File: src/verilog/rename_pkg.sv
// Rename and retire shared definitions
package rename_pkg;

    //////////////////////////////
    // Machine widths
    //////////////////////////////
    localparam int ARCH_REGS = 32;  // Architectural registers
    localparam int DP_WIDTH  = 2;   // Dispatch slots per cycle
    localparam int RT_WIDTH  = 2;   // Retire slots per cycle
    localparam int CDB_WIDTH = 2;   // Completion bus slots

    // Architectural register index
    typedef logic [$clog2(ARCH_REGS)-1:0] arch_reg_t;

    //////////////////////////////
    // Register block word addresses
    //////////////////////////////
    localparam logic [5:0] CSR_CTRL     = 6'd0;   // Bit 0 requests a flush
    localparam logic [5:0] CSR_STATUS   = 6'd1;   // Occupancy
    localparam logic [5:0] CSR_RETIRED  = 6'd2;   // Retire counter, write clears
    localparam logic [5:0] CSR_MAP_BASE = 6'd32;  // Architectural map window

endpackage

File: src/verilog/free_list.sv
// Physical tag free list
`timescale 1ns/1ps

module free_list #(
    parameter  int PHYS_REGS = 64,
    localparam int TAG_W     = $clog2(PHYS_REGS)
) (
    input  logic                                        clk_i,
    input  logic                                        rst_n_i,
    input  logic                                        flush_i,
    input  logic [rename_pkg::DP_WIDTH-1:0]             dp_fire_i,
    input  logic [rename_pkg::RT_WIDTH-1:0]             retire_valid_i,
    input  logic [rename_pkg::RT_WIDTH-1:0][TAG_W-1:0]  retire_tag_old_i,
    output logic [rename_pkg::DP_WIDTH-1:0][TAG_W-1:0]  free_tag_o
);
    import rename_pkg::*;

    // Queue as deep as the tag space so it can never overflow
    logic [TAG_W-1:0] fq [PHYS_REGS];

    //////////////////////////////
    // Queue pointers
    //////////////////////////////
    logic [TAG_W-1:0] spec_head;     // Next tag handed to dispatch
    logic [TAG_W-1:0] ret_head;      // Oldest tag still owned by in flight work
    logic [TAG_W-1:0] tail;          // Append point for released tags
    logic [TAG_W-1:0] ret_head_nxt;
    logic [TAG_W-1:0] dp_cnt;
    logic [TAG_W-1:0] rt_cnt;

    always_comb begin
        for (int i = 0; i < DP_WIDTH; i++) begin
            free_tag_o[i] = fq[spec_head + TAG_W'(i)];
        end
    end

    always_comb begin
        dp_cnt = '0;
        rt_cnt = '0;
        for (int i = 0; i < DP_WIDTH; i++) begin
            dp_cnt = dp_cnt + TAG_W'(dp_fire_i[i]);
        end
        for (int i = 0; i < RT_WIDTH; i++) begin
            rt_cnt = rt_cnt + TAG_W'(retire_valid_i[i]);
        end
    end

    // Retired slots consume tags in dispatch order
    assign ret_head_nxt = ret_head + rt_cnt;

    always_ff @(posedge clk_i or negedge rst_n_i) begin
        if (!rst_n_i) begin
            for (int i = 0; i < PHYS_REGS; i++) begin
                fq[i] <= TAG_W'(i + ARCH_REGS);    // Tags above the identity map
            end
            spec_head <= '0;
            ret_head  <= '0;
            tail      <= TAG_W'(PHYS_REGS - ARCH_REGS);
        end else begin
            ret_head <= ret_head_nxt;
            tail     <= tail + rt_cnt;
            if (flush_i) begin
                spec_head <= ret_head_nxt;     // Discarded tags become free again
            end else begin
                spec_head <= spec_head + dp_cnt;
            end
            // Old tags go back in retire order
            for (int i = 0; i < RT_WIDTH; i++) begin
                if (retire_valid_i[i]) begin
                    fq[tail + TAG_W'(i)] <= retire_tag_old_i[i];
                end
            end
        end
    end

endmodule

File: src/verilog/map_table.sv
// Speculative and architectural map table
`timescale 1ns/1ps

module map_table #(
    parameter  int PHYS_REGS = 64,
    localparam int TAG_W     = $clog2(PHYS_REGS)
) (
    input  logic                                              clk_i,
    input  logic                                              rst_n_i,
    input  logic                                              flush_i,
    input  logic [rename_pkg::DP_WIDTH-1:0]                   dp_fire_i,
    input  rename_pkg::arch_reg_t [rename_pkg::DP_WIDTH-1:0]  dp_arch_reg_i,
    input  logic [rename_pkg::DP_WIDTH-1:0][TAG_W-1:0]        dp_tag_i,
    output logic [rename_pkg::DP_WIDTH-1:0][TAG_W-1:0]        dp_tag_old_o,
    input  logic [rename_pkg::RT_WIDTH-1:0]                   retire_valid_i,
    input  rename_pkg::arch_reg_t [rename_pkg::RT_WIDTH-1:0]  retire_arch_reg_i,
    input  logic [rename_pkg::RT_WIDTH-1:0][TAG_W-1:0]        retire_tag_i,
    input  rename_pkg::arch_reg_t                             rd_arch_reg_i,
    output logic [TAG_W-1:0]                                  rd_tag_o
);
    import rename_pkg::*;

    logic [TAG_W-1:0] spec_map [ARCH_REGS];   // Front end view
    logic [TAG_W-1:0] arch_map [ARCH_REGS];   // Precise state

    // Old tag lookup, later slots see earlier slots of the same group
    always_comb begin
        for (int i = 0; i < DP_WIDTH; i++) begin
            dp_tag_old_o[i] = spec_map[dp_arch_reg_i[i]];
            for (int j = 0; j < i; j++) begin
                if (dp_arch_reg_i[j] == dp_arch_reg_i[i]) begin
                    dp_tag_old_o[i] = dp_tag_i[j];   // Bypass from older slot
                end
            end
        end
    end

    assign rd_tag_o = arch_map[rd_arch_reg_i];  // Readback port for CSR window

    always_ff @(posedge clk_i or negedge rst_n_i) begin
        if (!rst_n_i) begin
            for (int i = 0; i < ARCH_REGS; i++) begin
                spec_map[i] <= TAG_W'(i);          // Identity map out of reset
                arch_map[i] <= TAG_W'(i);
            end
        end else begin
            if (flush_i) begin
                spec_map <= arch_map;              // Recover precise state
            end else begin
                for (int i = 0; i < DP_WIDTH; i++) begin
                    if (dp_fire_i[i]) begin
                        spec_map[dp_arch_reg_i[i]] <= dp_tag_i[i];  // Younger slot wins
                    end
                end
            end
            for (int i = 0; i < RT_WIDTH; i++) begin
                if (retire_valid_i[i]) begin
                    arch_map[retire_arch_reg_i[i]] <= retire_tag_i[i];
                end
            end
        end
    end

endmodule

File: src/verilog/rename_retire_top.sv
// Rename and retire top level
`timescale 1ns/1ps

module rename_retire_top #(
    parameter  int ROB_DEPTH = 16,
    parameter  int PHYS_REGS = 64,
    localparam int IDX_W     = $clog2(ROB_DEPTH),
    localparam int TAG_W     = $clog2(PHYS_REGS)
) (
    input  logic                                              clk_i,
    input  logic                                              rst_n_i,
    // Dispatch
    input  logic [rename_pkg::DP_WIDTH-1:0]                   dp_valid_i,
    input  rename_pkg::arch_reg_t [rename_pkg::DP_WIDTH-1:0]  dp_arch_reg_i,
    output logic [rename_pkg::DP_WIDTH-1:0]                   dp_ready_o,
    output logic [rename_pkg::DP_WIDTH-1:0][TAG_W-1:0]        dp_tag_o,
    output logic [rename_pkg::DP_WIDTH-1:0][IDX_W-1:0]        dp_rob_idx_o,
    // Completion
    input  logic [rename_pkg::CDB_WIDTH-1:0]                  cdb_valid_i,
    input  logic [rename_pkg::CDB_WIDTH-1:0][IDX_W-1:0]       cdb_rob_idx_i,
    // Retire
    output logic [rename_pkg::RT_WIDTH-1:0]                   retire_valid_o,
    output rename_pkg::arch_reg_t [rename_pkg::RT_WIDTH-1:0]  retire_arch_reg_o,
    output logic [rename_pkg::RT_WIDTH-1:0][TAG_W-1:0]        retire_tag_o,
    // Wishbone
    input  logic                                              wb_cyc_i,
    input  logic                                              wb_stb_i,
    input  logic                                              wb_we_i,
    input  logic [7:2]                                        wb_adr_i,
    input  logic [31:0]                                       wb_dat_i,
    output logic [31:0]                                       wb_dat_o,
    output logic                                              wb_ack_o
);
    import rename_pkg::*;

    wire [DP_WIDTH-1:0]            dp_fire = dp_valid_i & dp_ready_o;  // Accepted slots
    wire [DP_WIDTH-1:0][TAG_W-1:0] dp_tag_old;
    wire [RT_WIDTH-1:0][TAG_W-1:0] retire_tag_old;
    wire [IDX_W:0]                 occupancy;
    wire                           flush;
    wire arch_reg_t                rd_arch_reg;
    wire [TAG_W-1:0]               rd_tag;

    reorder_buffer #(.ROB_DEPTH(ROB_DEPTH), .PHYS_REGS(PHYS_REGS)) u_rob (
        .clk_i, .rst_n_i, .flush_i(flush),
        .dp_valid_i, .dp_arch_reg_i, .dp_tag_i(dp_tag_o), .dp_tag_old_i(dp_tag_old),
        .dp_ready_o, .dp_rob_idx_o,
        .cdb_valid_i, .cdb_rob_idx_i,
        .retire_valid_o, .retire_arch_reg_o, .retire_tag_o,
        .retire_tag_old_o(retire_tag_old), .occupancy_o(occupancy)
    );

    map_table #(.PHYS_REGS(PHYS_REGS)) u_map (
        .clk_i, .rst_n_i, .flush_i(flush),
        .dp_fire_i(dp_fire), .dp_arch_reg_i, .dp_tag_i(dp_tag_o), .dp_tag_old_o(dp_tag_old),
        .retire_valid_i(retire_valid_o), .retire_arch_reg_i(retire_arch_reg_o),
        .retire_tag_i(retire_tag_o),
        .rd_arch_reg_i(rd_arch_reg), .rd_tag_o(rd_tag)
    );

    free_list #(.PHYS_REGS(PHYS_REGS)) u_fl (
        .clk_i, .rst_n_i, .flush_i(flush),
        .dp_fire_i(dp_fire),
        .retire_valid_i(retire_valid_o), .retire_tag_old_i(retire_tag_old),
        .free_tag_o(dp_tag_o)
    );

    retire_csr #(.ROB_DEPTH(ROB_DEPTH), .PHYS_REGS(PHYS_REGS)) u_csr (
        .clk_i, .rst_n_i,
        .wb_cyc_i, .wb_stb_i, .wb_we_i, .wb_adr_i, .wb_dat_i, .wb_dat_o, .wb_ack_o,
        .retire_valid_i(retire_valid_o), .occupancy_i(occupancy), .rd_tag_i(rd_tag),
        .flush_o(flush), .rd_arch_reg_o(rd_arch_reg)
    );

endmodule

File: src/verilog/reorder_buffer.sv
// Reorder buffer
`timescale 1ns/1ps

module reorder_buffer #(
    parameter  int ROB_DEPTH = 16,
    parameter  int PHYS_REGS = 64,
    localparam int IDX_W     = $clog2(ROB_DEPTH),
    localparam int TAG_W     = $clog2(PHYS_REGS)
) (
    input  logic                                               clk_i,
    input  logic                                               rst_n_i,
    input  logic                                               flush_i,
    // Dispatch side
    input  logic [rename_pkg::DP_WIDTH-1:0]                    dp_valid_i,
    input  rename_pkg::arch_reg_t [rename_pkg::DP_WIDTH-1:0]   dp_arch_reg_i,
    input  logic [rename_pkg::DP_WIDTH-1:0][TAG_W-1:0]         dp_tag_i,
    input  logic [rename_pkg::DP_WIDTH-1:0][TAG_W-1:0]         dp_tag_old_i,
    output logic [rename_pkg::DP_WIDTH-1:0]                    dp_ready_o,
    output logic [rename_pkg::DP_WIDTH-1:0][IDX_W-1:0]         dp_rob_idx_o,
    // Completion bus
    input  logic [rename_pkg::CDB_WIDTH-1:0]                   cdb_valid_i,
    input  logic [rename_pkg::CDB_WIDTH-1:0][IDX_W-1:0]        cdb_rob_idx_i,
    // Retire side
    output logic [rename_pkg::RT_WIDTH-1:0]                    retire_valid_o,
    output rename_pkg::arch_reg_t [rename_pkg::RT_WIDTH-1:0]   retire_arch_reg_o,
    output logic [rename_pkg::RT_WIDTH-1:0][TAG_W-1:0]         retire_tag_o,
    output logic [rename_pkg::RT_WIDTH-1:0][TAG_W-1:0]         retire_tag_old_o,
    output logic [IDX_W:0]                                     occupancy_o
);
    import rename_pkg::*;

    // Entry payload
    arch_reg_t        ent_arch_reg [ROB_DEPTH];
    logic [TAG_W-1:0] ent_tag      [ROB_DEPTH];
    logic [TAG_W-1:0] ent_tag_old  [ROB_DEPTH];
    logic [ROB_DEPTH-1:0] complete;      // One bit per entry

    // Pointers with wrap bit on top
    logic [IDX_W:0] head;
    logic [IDX_W:0] tail;
    logic [IDX_W:0] free_cnt;
    logic [IDX_W:0] dp_cnt;
    logic [IDX_W:0] rt_cnt;
    logic [DP_WIDTH-1:0] dp_fire;

    //////////////////////////////
    // Occupancy and ready
    //////////////////////////////
    assign occupancy_o = tail - head;   // Wrap bit keeps full apart from empty
    assign free_cnt    = (IDX_W+1)'(ROB_DEPTH) - occupancy_o;

    always_comb begin
        for (int i = 0; i < DP_WIDTH; i++) begin
            dp_ready_o[i]   = free_cnt > (IDX_W+1)'(i);  // Thermometer of free entries
            dp_rob_idx_o[i] = tail[IDX_W-1:0] + IDX_W'(i);
        end
    end

    // Accepted slots, nothing taken during flush
    assign dp_fire = dp_valid_i & dp_ready_o & {DP_WIDTH{~flush_i}};

    //////////////////////////////
    // Retire chain
    //////////////////////////////
    always_comb begin : retire_chain
        logic             chain;
        logic [IDX_W-1:0] idx;
        chain = ~flush_i;                   // Flushed entries never retire
        for (int i = 0; i < RT_WIDTH; i++) begin
            idx = head[IDX_W-1:0] + IDX_W'(i);
            // Stop at the first incomplete or empty slot
            chain = chain & (occupancy_o > (IDX_W+1)'(i)) & complete[idx];
            retire_valid_o[i]    = chain;
            retire_arch_reg_o[i] = ent_arch_reg[idx];
            retire_tag_o[i]      = ent_tag[idx];
            retire_tag_old_o[i]  = ent_tag_old[idx];
        end
    end

    // Pointer advance amounts
    always_comb begin
        dp_cnt = '0;
        rt_cnt = '0;
        for (int i = 0; i < DP_WIDTH; i++) begin
            dp_cnt = dp_cnt + (IDX_W+1)'(dp_fire[i]);
        end
        for (int i = 0; i < RT_WIDTH; i++) begin
            rt_cnt = rt_cnt + (IDX_W+1)'(retire_valid_o[i]);
        end
    end

    //////////////////////////////
    // Pointers and completion bits
    //////////////////////////////
    always_ff @(posedge clk_i or negedge rst_n_i) begin
        if (!rst_n_i) begin
            head     <= '0;
            tail     <= '0;
            complete <= '0;
        end else if (flush_i) begin
            head     <= '0;                 // Empty buffer, restart at entry 0
            tail     <= '0;
            complete <= '0;
        end else begin
            head <= head + rt_cnt;
            tail <= tail + dp_cnt;
            for (int i = 0; i < DP_WIDTH; i++) begin
                if (dp_fire[i]) begin
                    complete[dp_rob_idx_o[i]] <= 1'b0;   // New entry waits for CDB
                end
            end
            for (int i = 0; i < CDB_WIDTH; i++) begin
                if (cdb_valid_i[i]) begin
                    complete[cdb_rob_idx_i[i]] <= 1'b1;  // Out of order completion
                end
            end
        end
    end

    // Payload written at dispatch
    always_ff @(posedge clk_i) begin
        for (int i = 0; i < DP_WIDTH; i++) begin
            if (dp_fire[i]) begin
                ent_arch_reg[dp_rob_idx_o[i]] <= dp_arch_reg_i[i];
                ent_tag[dp_rob_idx_o[i]]      <= dp_tag_i[i];
                ent_tag_old[dp_rob_idx_o[i]]  <= dp_tag_old_i[i];
            end
        end
    end

endmodule

File: src/verilog/retire_csr.sv
// Retire control register block
`timescale 1ns/1ps

module retire_csr #(
    parameter  int ROB_DEPTH = 16,
    parameter  int PHYS_REGS = 64,
    localparam int OCC_W     = $clog2(ROB_DEPTH) + 1,
    localparam int TAG_W     = $clog2(PHYS_REGS)
) (
    input  logic                                clk_i,
    input  logic                                rst_n_i,
    // Wishbone classic slave
    input  logic                                wb_cyc_i,
    input  logic                                wb_stb_i,
    input  logic                                wb_we_i,
    input  logic [7:2]                          wb_adr_i,
    input  logic [31:0]                         wb_dat_i,
    output logic [31:0]                         wb_dat_o,
    output logic                                wb_ack_o,
    // Core side
    input  logic [rename_pkg::RT_WIDTH-1:0]     retire_valid_i,
    input  logic [OCC_W-1:0]                    occupancy_i,
    input  logic [TAG_W-1:0]                    rd_tag_i,
    output logic                                flush_o,
    output rename_pkg::arch_reg_t               rd_arch_reg_o
);
    import rename_pkg::*;

    logic        req;              // New access this cycle
    logic        flush_arm;        // High during the flush write ack
    logic [31:0] retired_cnt;
    logic [31:0] rt_sum;
    logic [31:0] rd_mux;

    assign req           = wb_cyc_i & wb_stb_i & ~wb_ack_o;
    assign rd_arch_reg_o = arch_reg_t'(wb_adr_i[6:2]);   // Window offset

    //////////////////////////////
    // Read decode
    //////////////////////////////
    always_comb begin
        rt_sum = '0;
        for (int i = 0; i < RT_WIDTH; i++) begin
            rt_sum = rt_sum + 32'(retire_valid_i[i]);
        end
        if (wb_adr_i == CSR_STATUS) begin
            rd_mux = 32'(occupancy_i);
        end else if (wb_adr_i == CSR_RETIRED) begin
            rd_mux = retired_cnt;
        end else if (wb_adr_i[7]) begin   // Upper half is the map window
            rd_mux = 32'(rd_tag_i);
        end else begin
            rd_mux = '0;
        end
    end

    always_ff @(posedge clk_i or negedge rst_n_i) begin
        if (!rst_n_i) begin
            wb_ack_o    <= 1'b0;
            flush_arm   <= 1'b0;
            flush_o     <= 1'b0;
            retired_cnt <= '0;
        end else begin
            wb_ack_o  <= req;                              // Single cycle ack
            flush_arm <= req & wb_we_i & (wb_adr_i == CSR_CTRL) & wb_dat_i[0];
            flush_o   <= flush_arm;                        // Cycle after the ack
            if (req && wb_we_i && wb_adr_i == CSR_RETIRED) begin
                retired_cnt <= '0;
            end else begin
                retired_cnt <= retired_cnt + rt_sum;
            end
        end
    end

    // Read data captured with the ack
    always_ff @(posedge clk_i) begin
        if (req) begin
            wb_dat_o <= rd_mux;
        end
    end

endmodule
File: config.mk
export PLATFORM = sky130hd
export DESIGN_NAME = rename_retire_top
export DESIGN_NICKNAME = d
export VERILOG_FILES = /design/src/verilog/rename_pkg.sv /design/src/verilog/free_list.sv /design/src/verilog/map_table.sv /design/src/verilog/rename_retire_top.sv /design/src/verilog/reorder_buffer.sv /design/src/verilog/retire_csr.sv
export SDC_FILE = /design/constraint.sdc
export NUM_CORES = 2
export LEC_CHECK = 0
export BUFFER_PORTS_ARGS = -buffer_cell sky130_fd_sc_hd__clkbuf_2
export CAP_MARGIN = 0
export CORE_UTILIZATION = 55
export DETAILED_ROUTE_END_ITERATION = 10
export PLACE_DENSITY = 0.78
export SKIP_LAST_GASP = 1
export SYNTH_ARGS = -nofsm -noshare
export SYNTH_HDL_FRONTEND = slang
export SYNTH_SLANG_ARGS = --single-unit
File: constraint.sdc
create_clock -name clk_i -period 20.1 [get_ports clk_i]
set_clock_uncertainty 0.2 [all_clocks]
set_input_delay 1.005 -clock clk_i [delete_from_list [all_inputs] [get_ports clk_i]]
set_output_delay 1.005 -clock clk_i [all_outputs]
set_load 0.01 [all_outputs]
==> metrics.md <==
| Metric | Value |
|---|---|
| Share of layout cells above drive strength 1 | 25.62% |
| Placed insts | 7,347 |
| Crit. End Element | flop |
| Top post-synthesis cells by count | 1,563 x mux2i_1, 533 x nand2_1, 494 x dfrtp_1, 460 x mux4_2, 353 x dfstp_2 |
| Outcome | finished clean |
| Sequential fraction of the synthesis area | 42.46% |
| Buf+Inv Stages, Crit Path | 4 |
| Slowest stage delay, CP | 0.84 ns |
| Detailed Route WL | 244.4 mm |
| Worst min path class | primary input to async pin |
| TritonCTS Sinks | 1,151 |
| Largest net degree at the start of global routing | 233 |
| Worst-path maximum fanout | 25 |
| Compound-cell area share of the yosys netlist | 6.891% |
| Die Ht | 365.0 µm |
| Worst Path Arrival | 8.81 ns |
| Hold buffers post-CTS | 0 |
| TNS Setup | 0 ns |
| Synth area leaders | mux2i_1 22%, dfrtp_1 17%, mux4_2 14% |
| Synth cell types | 86 |
| WL/cell | 32.26 µm |
| Final min period | 8.347 ns |
| Final global-route overflow total | 0 |
| Synth Area in Adders | 0.7045% |
| First-pass GRT wire length | 359.7 mm |
| Multi-input gate area | 39,160 µm² |
| Met1 WL | 89.40 mm |
| Nets | 5,830 |
| Initial antenna violation count | 9 |
| DRT Pass-1 Iters | 9 |
| Worst endpoint required time | 20.56 ns |
| Top layer in use | met5 |
| Die Wd | 365.0 µm |
| CTS resizes | 0 |
| Vias in the first global route | 54,390 |
| CP top delay family | simple AND/OR/NAND/NOR gates |
| Biggest regs | u_fl.fq x384, u_map.arch_map x192, u_map.spec_map x192 |
| CP max stage cell | o22ai_4 |
| Worst reg2reg path depth | 22 |
| Iter 0 DRT Violations | 7,958 |
| Post-DR vias/cell | 7.242 |
| DRC viols | 0 |
| Routed Antenna Nets | 0 |
| Post-Synth XOR/XNOR Area | 0.7856% |
| Area added between synthesis and finish | 8.179% |
| CTS tree | done |
| Dominant synthesized flop cell | dfrtp_1 |
| FF/Latch Area | 30,790 µm² |
| Die area | 133,200 µm² |
| H-tree levels | 3 |
| Routed via count | 54,870 |
| Total core area | 130,100 µm² |
| Synth top area share | 21.59% |
| Mapped Cells | 5,922 |
| I/O Buffers | 112 |
| Largest Register | u_fl.fq |
| Slew @ Worst Pin | 1.320 ns |
| Max Fclk | 0.1198 GHz |
| Final Non-Filler Cells | 7,576 |
| Root Driver | clkbuf_16 |
| Met2 WL post-DR | 104.7 mm |
| Row count | 132 |
| Mux cell area share after synthesis | 36.73% |
| Worst path cell trace | buf_4, inv_2, ha_1, and3b_1, o21ai_0, and2_1, nor2_1, ha_1, or3_1, o22ai_4, o311ai_2, buf_4, inv_2, ha_1, xor2_1, ha_1, a21o_1, nand3_1, nor3_1, nand3_1, or3_1, a21oi_1 |
| Crit path launch type | flop |
| R2R Setup Slk | 11.75 ns |
| Cell accounting for the most synthesized area | mux2i_1 |
| Hold WS | 0.06708 ns |
| Largest family of logic cells by synthesized area | multiplexers |
| RePlAce Congestion | 0.9935 |
| Post-synth EDFFs | 304 |
| Starting Density | 55.68% |
| Total track usage | 36.46% |
| #FFs+latches synth | 1,151 |
| Io pins | 144 |
| Final period util | 41.53% |
| Largest buffer count on any clock path | 3 |
| Layout fillers | 10,110 |
| Post-DP HPWL | 156.8 mm |
| Post-synthesis cell area | 72,460 µm² |
| R2r endpoint | u_csr.retired_cnt[30] |
| Post-CTS setup buffer count | 0 |
| Most common cell in the netlist | mux2i_1 |
| Final setup violating endpoints | 0 |
| Syn nets | 6,026 |
| Worst Path Class, Setup | flop to flop |
| Max reg flops | 384 |
| Clock transition at path regs | 0.06 ns |
| Met3 wire length | 35.98 mm |
| Max Cap Viol | 0 |
| Slew margin rel. | 11.34% |
| Worst-Skew Late Latency | 0.77 ns |
| Average cell area after synthesis | 12.24 µm² |
| Final hold violations | 0 |
| RSZ-0062 raised after global routing | no |
| Fin. max-slew vios | 0 |
| Asr flop ratio synth | 73.59% |
| Cell mode on critical path | ha_1 |
| Num CTS Buffers | 119 |
| Yosys Warn Count | 0 |
| R2r startpoint | u_rob.head[2] |
| Simple-Gate Fraction of Synth Area | 8.342% |
logic make-up (layout without fill, tap and decap cells):
family,count (synthesis),count (layout)
compound gates,708,708
xor+xnor,62,62
fa+ha+maj,39,39
buf+inv,700,609
flops,1151,1151
mux,2077,2077
other cells,0,3
simple gates,1185,1185
layout make-up:
type | count | share of cell area (%)
Sequential cell | 1151 | 39.27
Tap cell | 1742 | 2.780
Clock buffer | 173 | 4.372
Timing Repair Buffer | 236 | 1.957
Clock inverter | 53 | 0.9465
Antenna cell | 3 | 0.009577
Inverter | 147 | 0.7039
Multi-Input combinational cell | 4071 | 49.96
stage by stage:
step	utilization, %	setup WS [ns]	instance area [µm²]
floorplan	-	13.81	72460
global placement	57.02	12.16	74210
detailed placement	57.02	12.04	74210
CTS	60.22	11.99	78380
global route	60.23	11.37	78380
finish	60.23	11.75	78390
routing by layer:
layer  GRT usage [%]  vias to the layer above
met2           52.33                     4269
met5          0.5084                        -
li1                -                    22100
met3           14.39                      908
met1           47.83                    27580
met4           18.47                       12
layout by cell type, fill, tap and decap left out, types with 38 or more instances in the layout:
cell type  instances
edfxtp_1         304
dfrtp_1          488
nor2_2            73
o22ai_1           65
clkbuf_16        121
a21oi_1          137
nand3_1           52
o221ai_1         209
xor2_1            38
dfstp_2          353
nand4_1           54
inv_1            137
nand2_1          533
buf_4            125
clkbuf_2         106
mux4_2           460
o21ai_0           82
mux2_2            53
and2_1            45
mux2i_1         1563
nor2_1           197
worst max-delay path by stage:
stage	from	end	cells past startpoint
2_1_floorplan	u_rob.head[2]	u_csr.retired_cnt[31]	23
3_3_place_gp	u_rob.head[2]	u_csr.retired_cnt[28]	22
3_5_place_dp	u_rob.head[2]	u_csr.retired_cnt[30]	23
4_1_cts	u_rob.head[2]	u_csr.retired_cnt[28]	23
5_1_grt	u_rob.head[2]	u_csr.retired_cnt[28]	23
6_report	u_rob.head[2]	u_csr.retired_cnt[30]	22
Power is left out: the tool's default activity adds up to more than one toggle a clock period on the data nets, which glitch-free logic cannot reach.
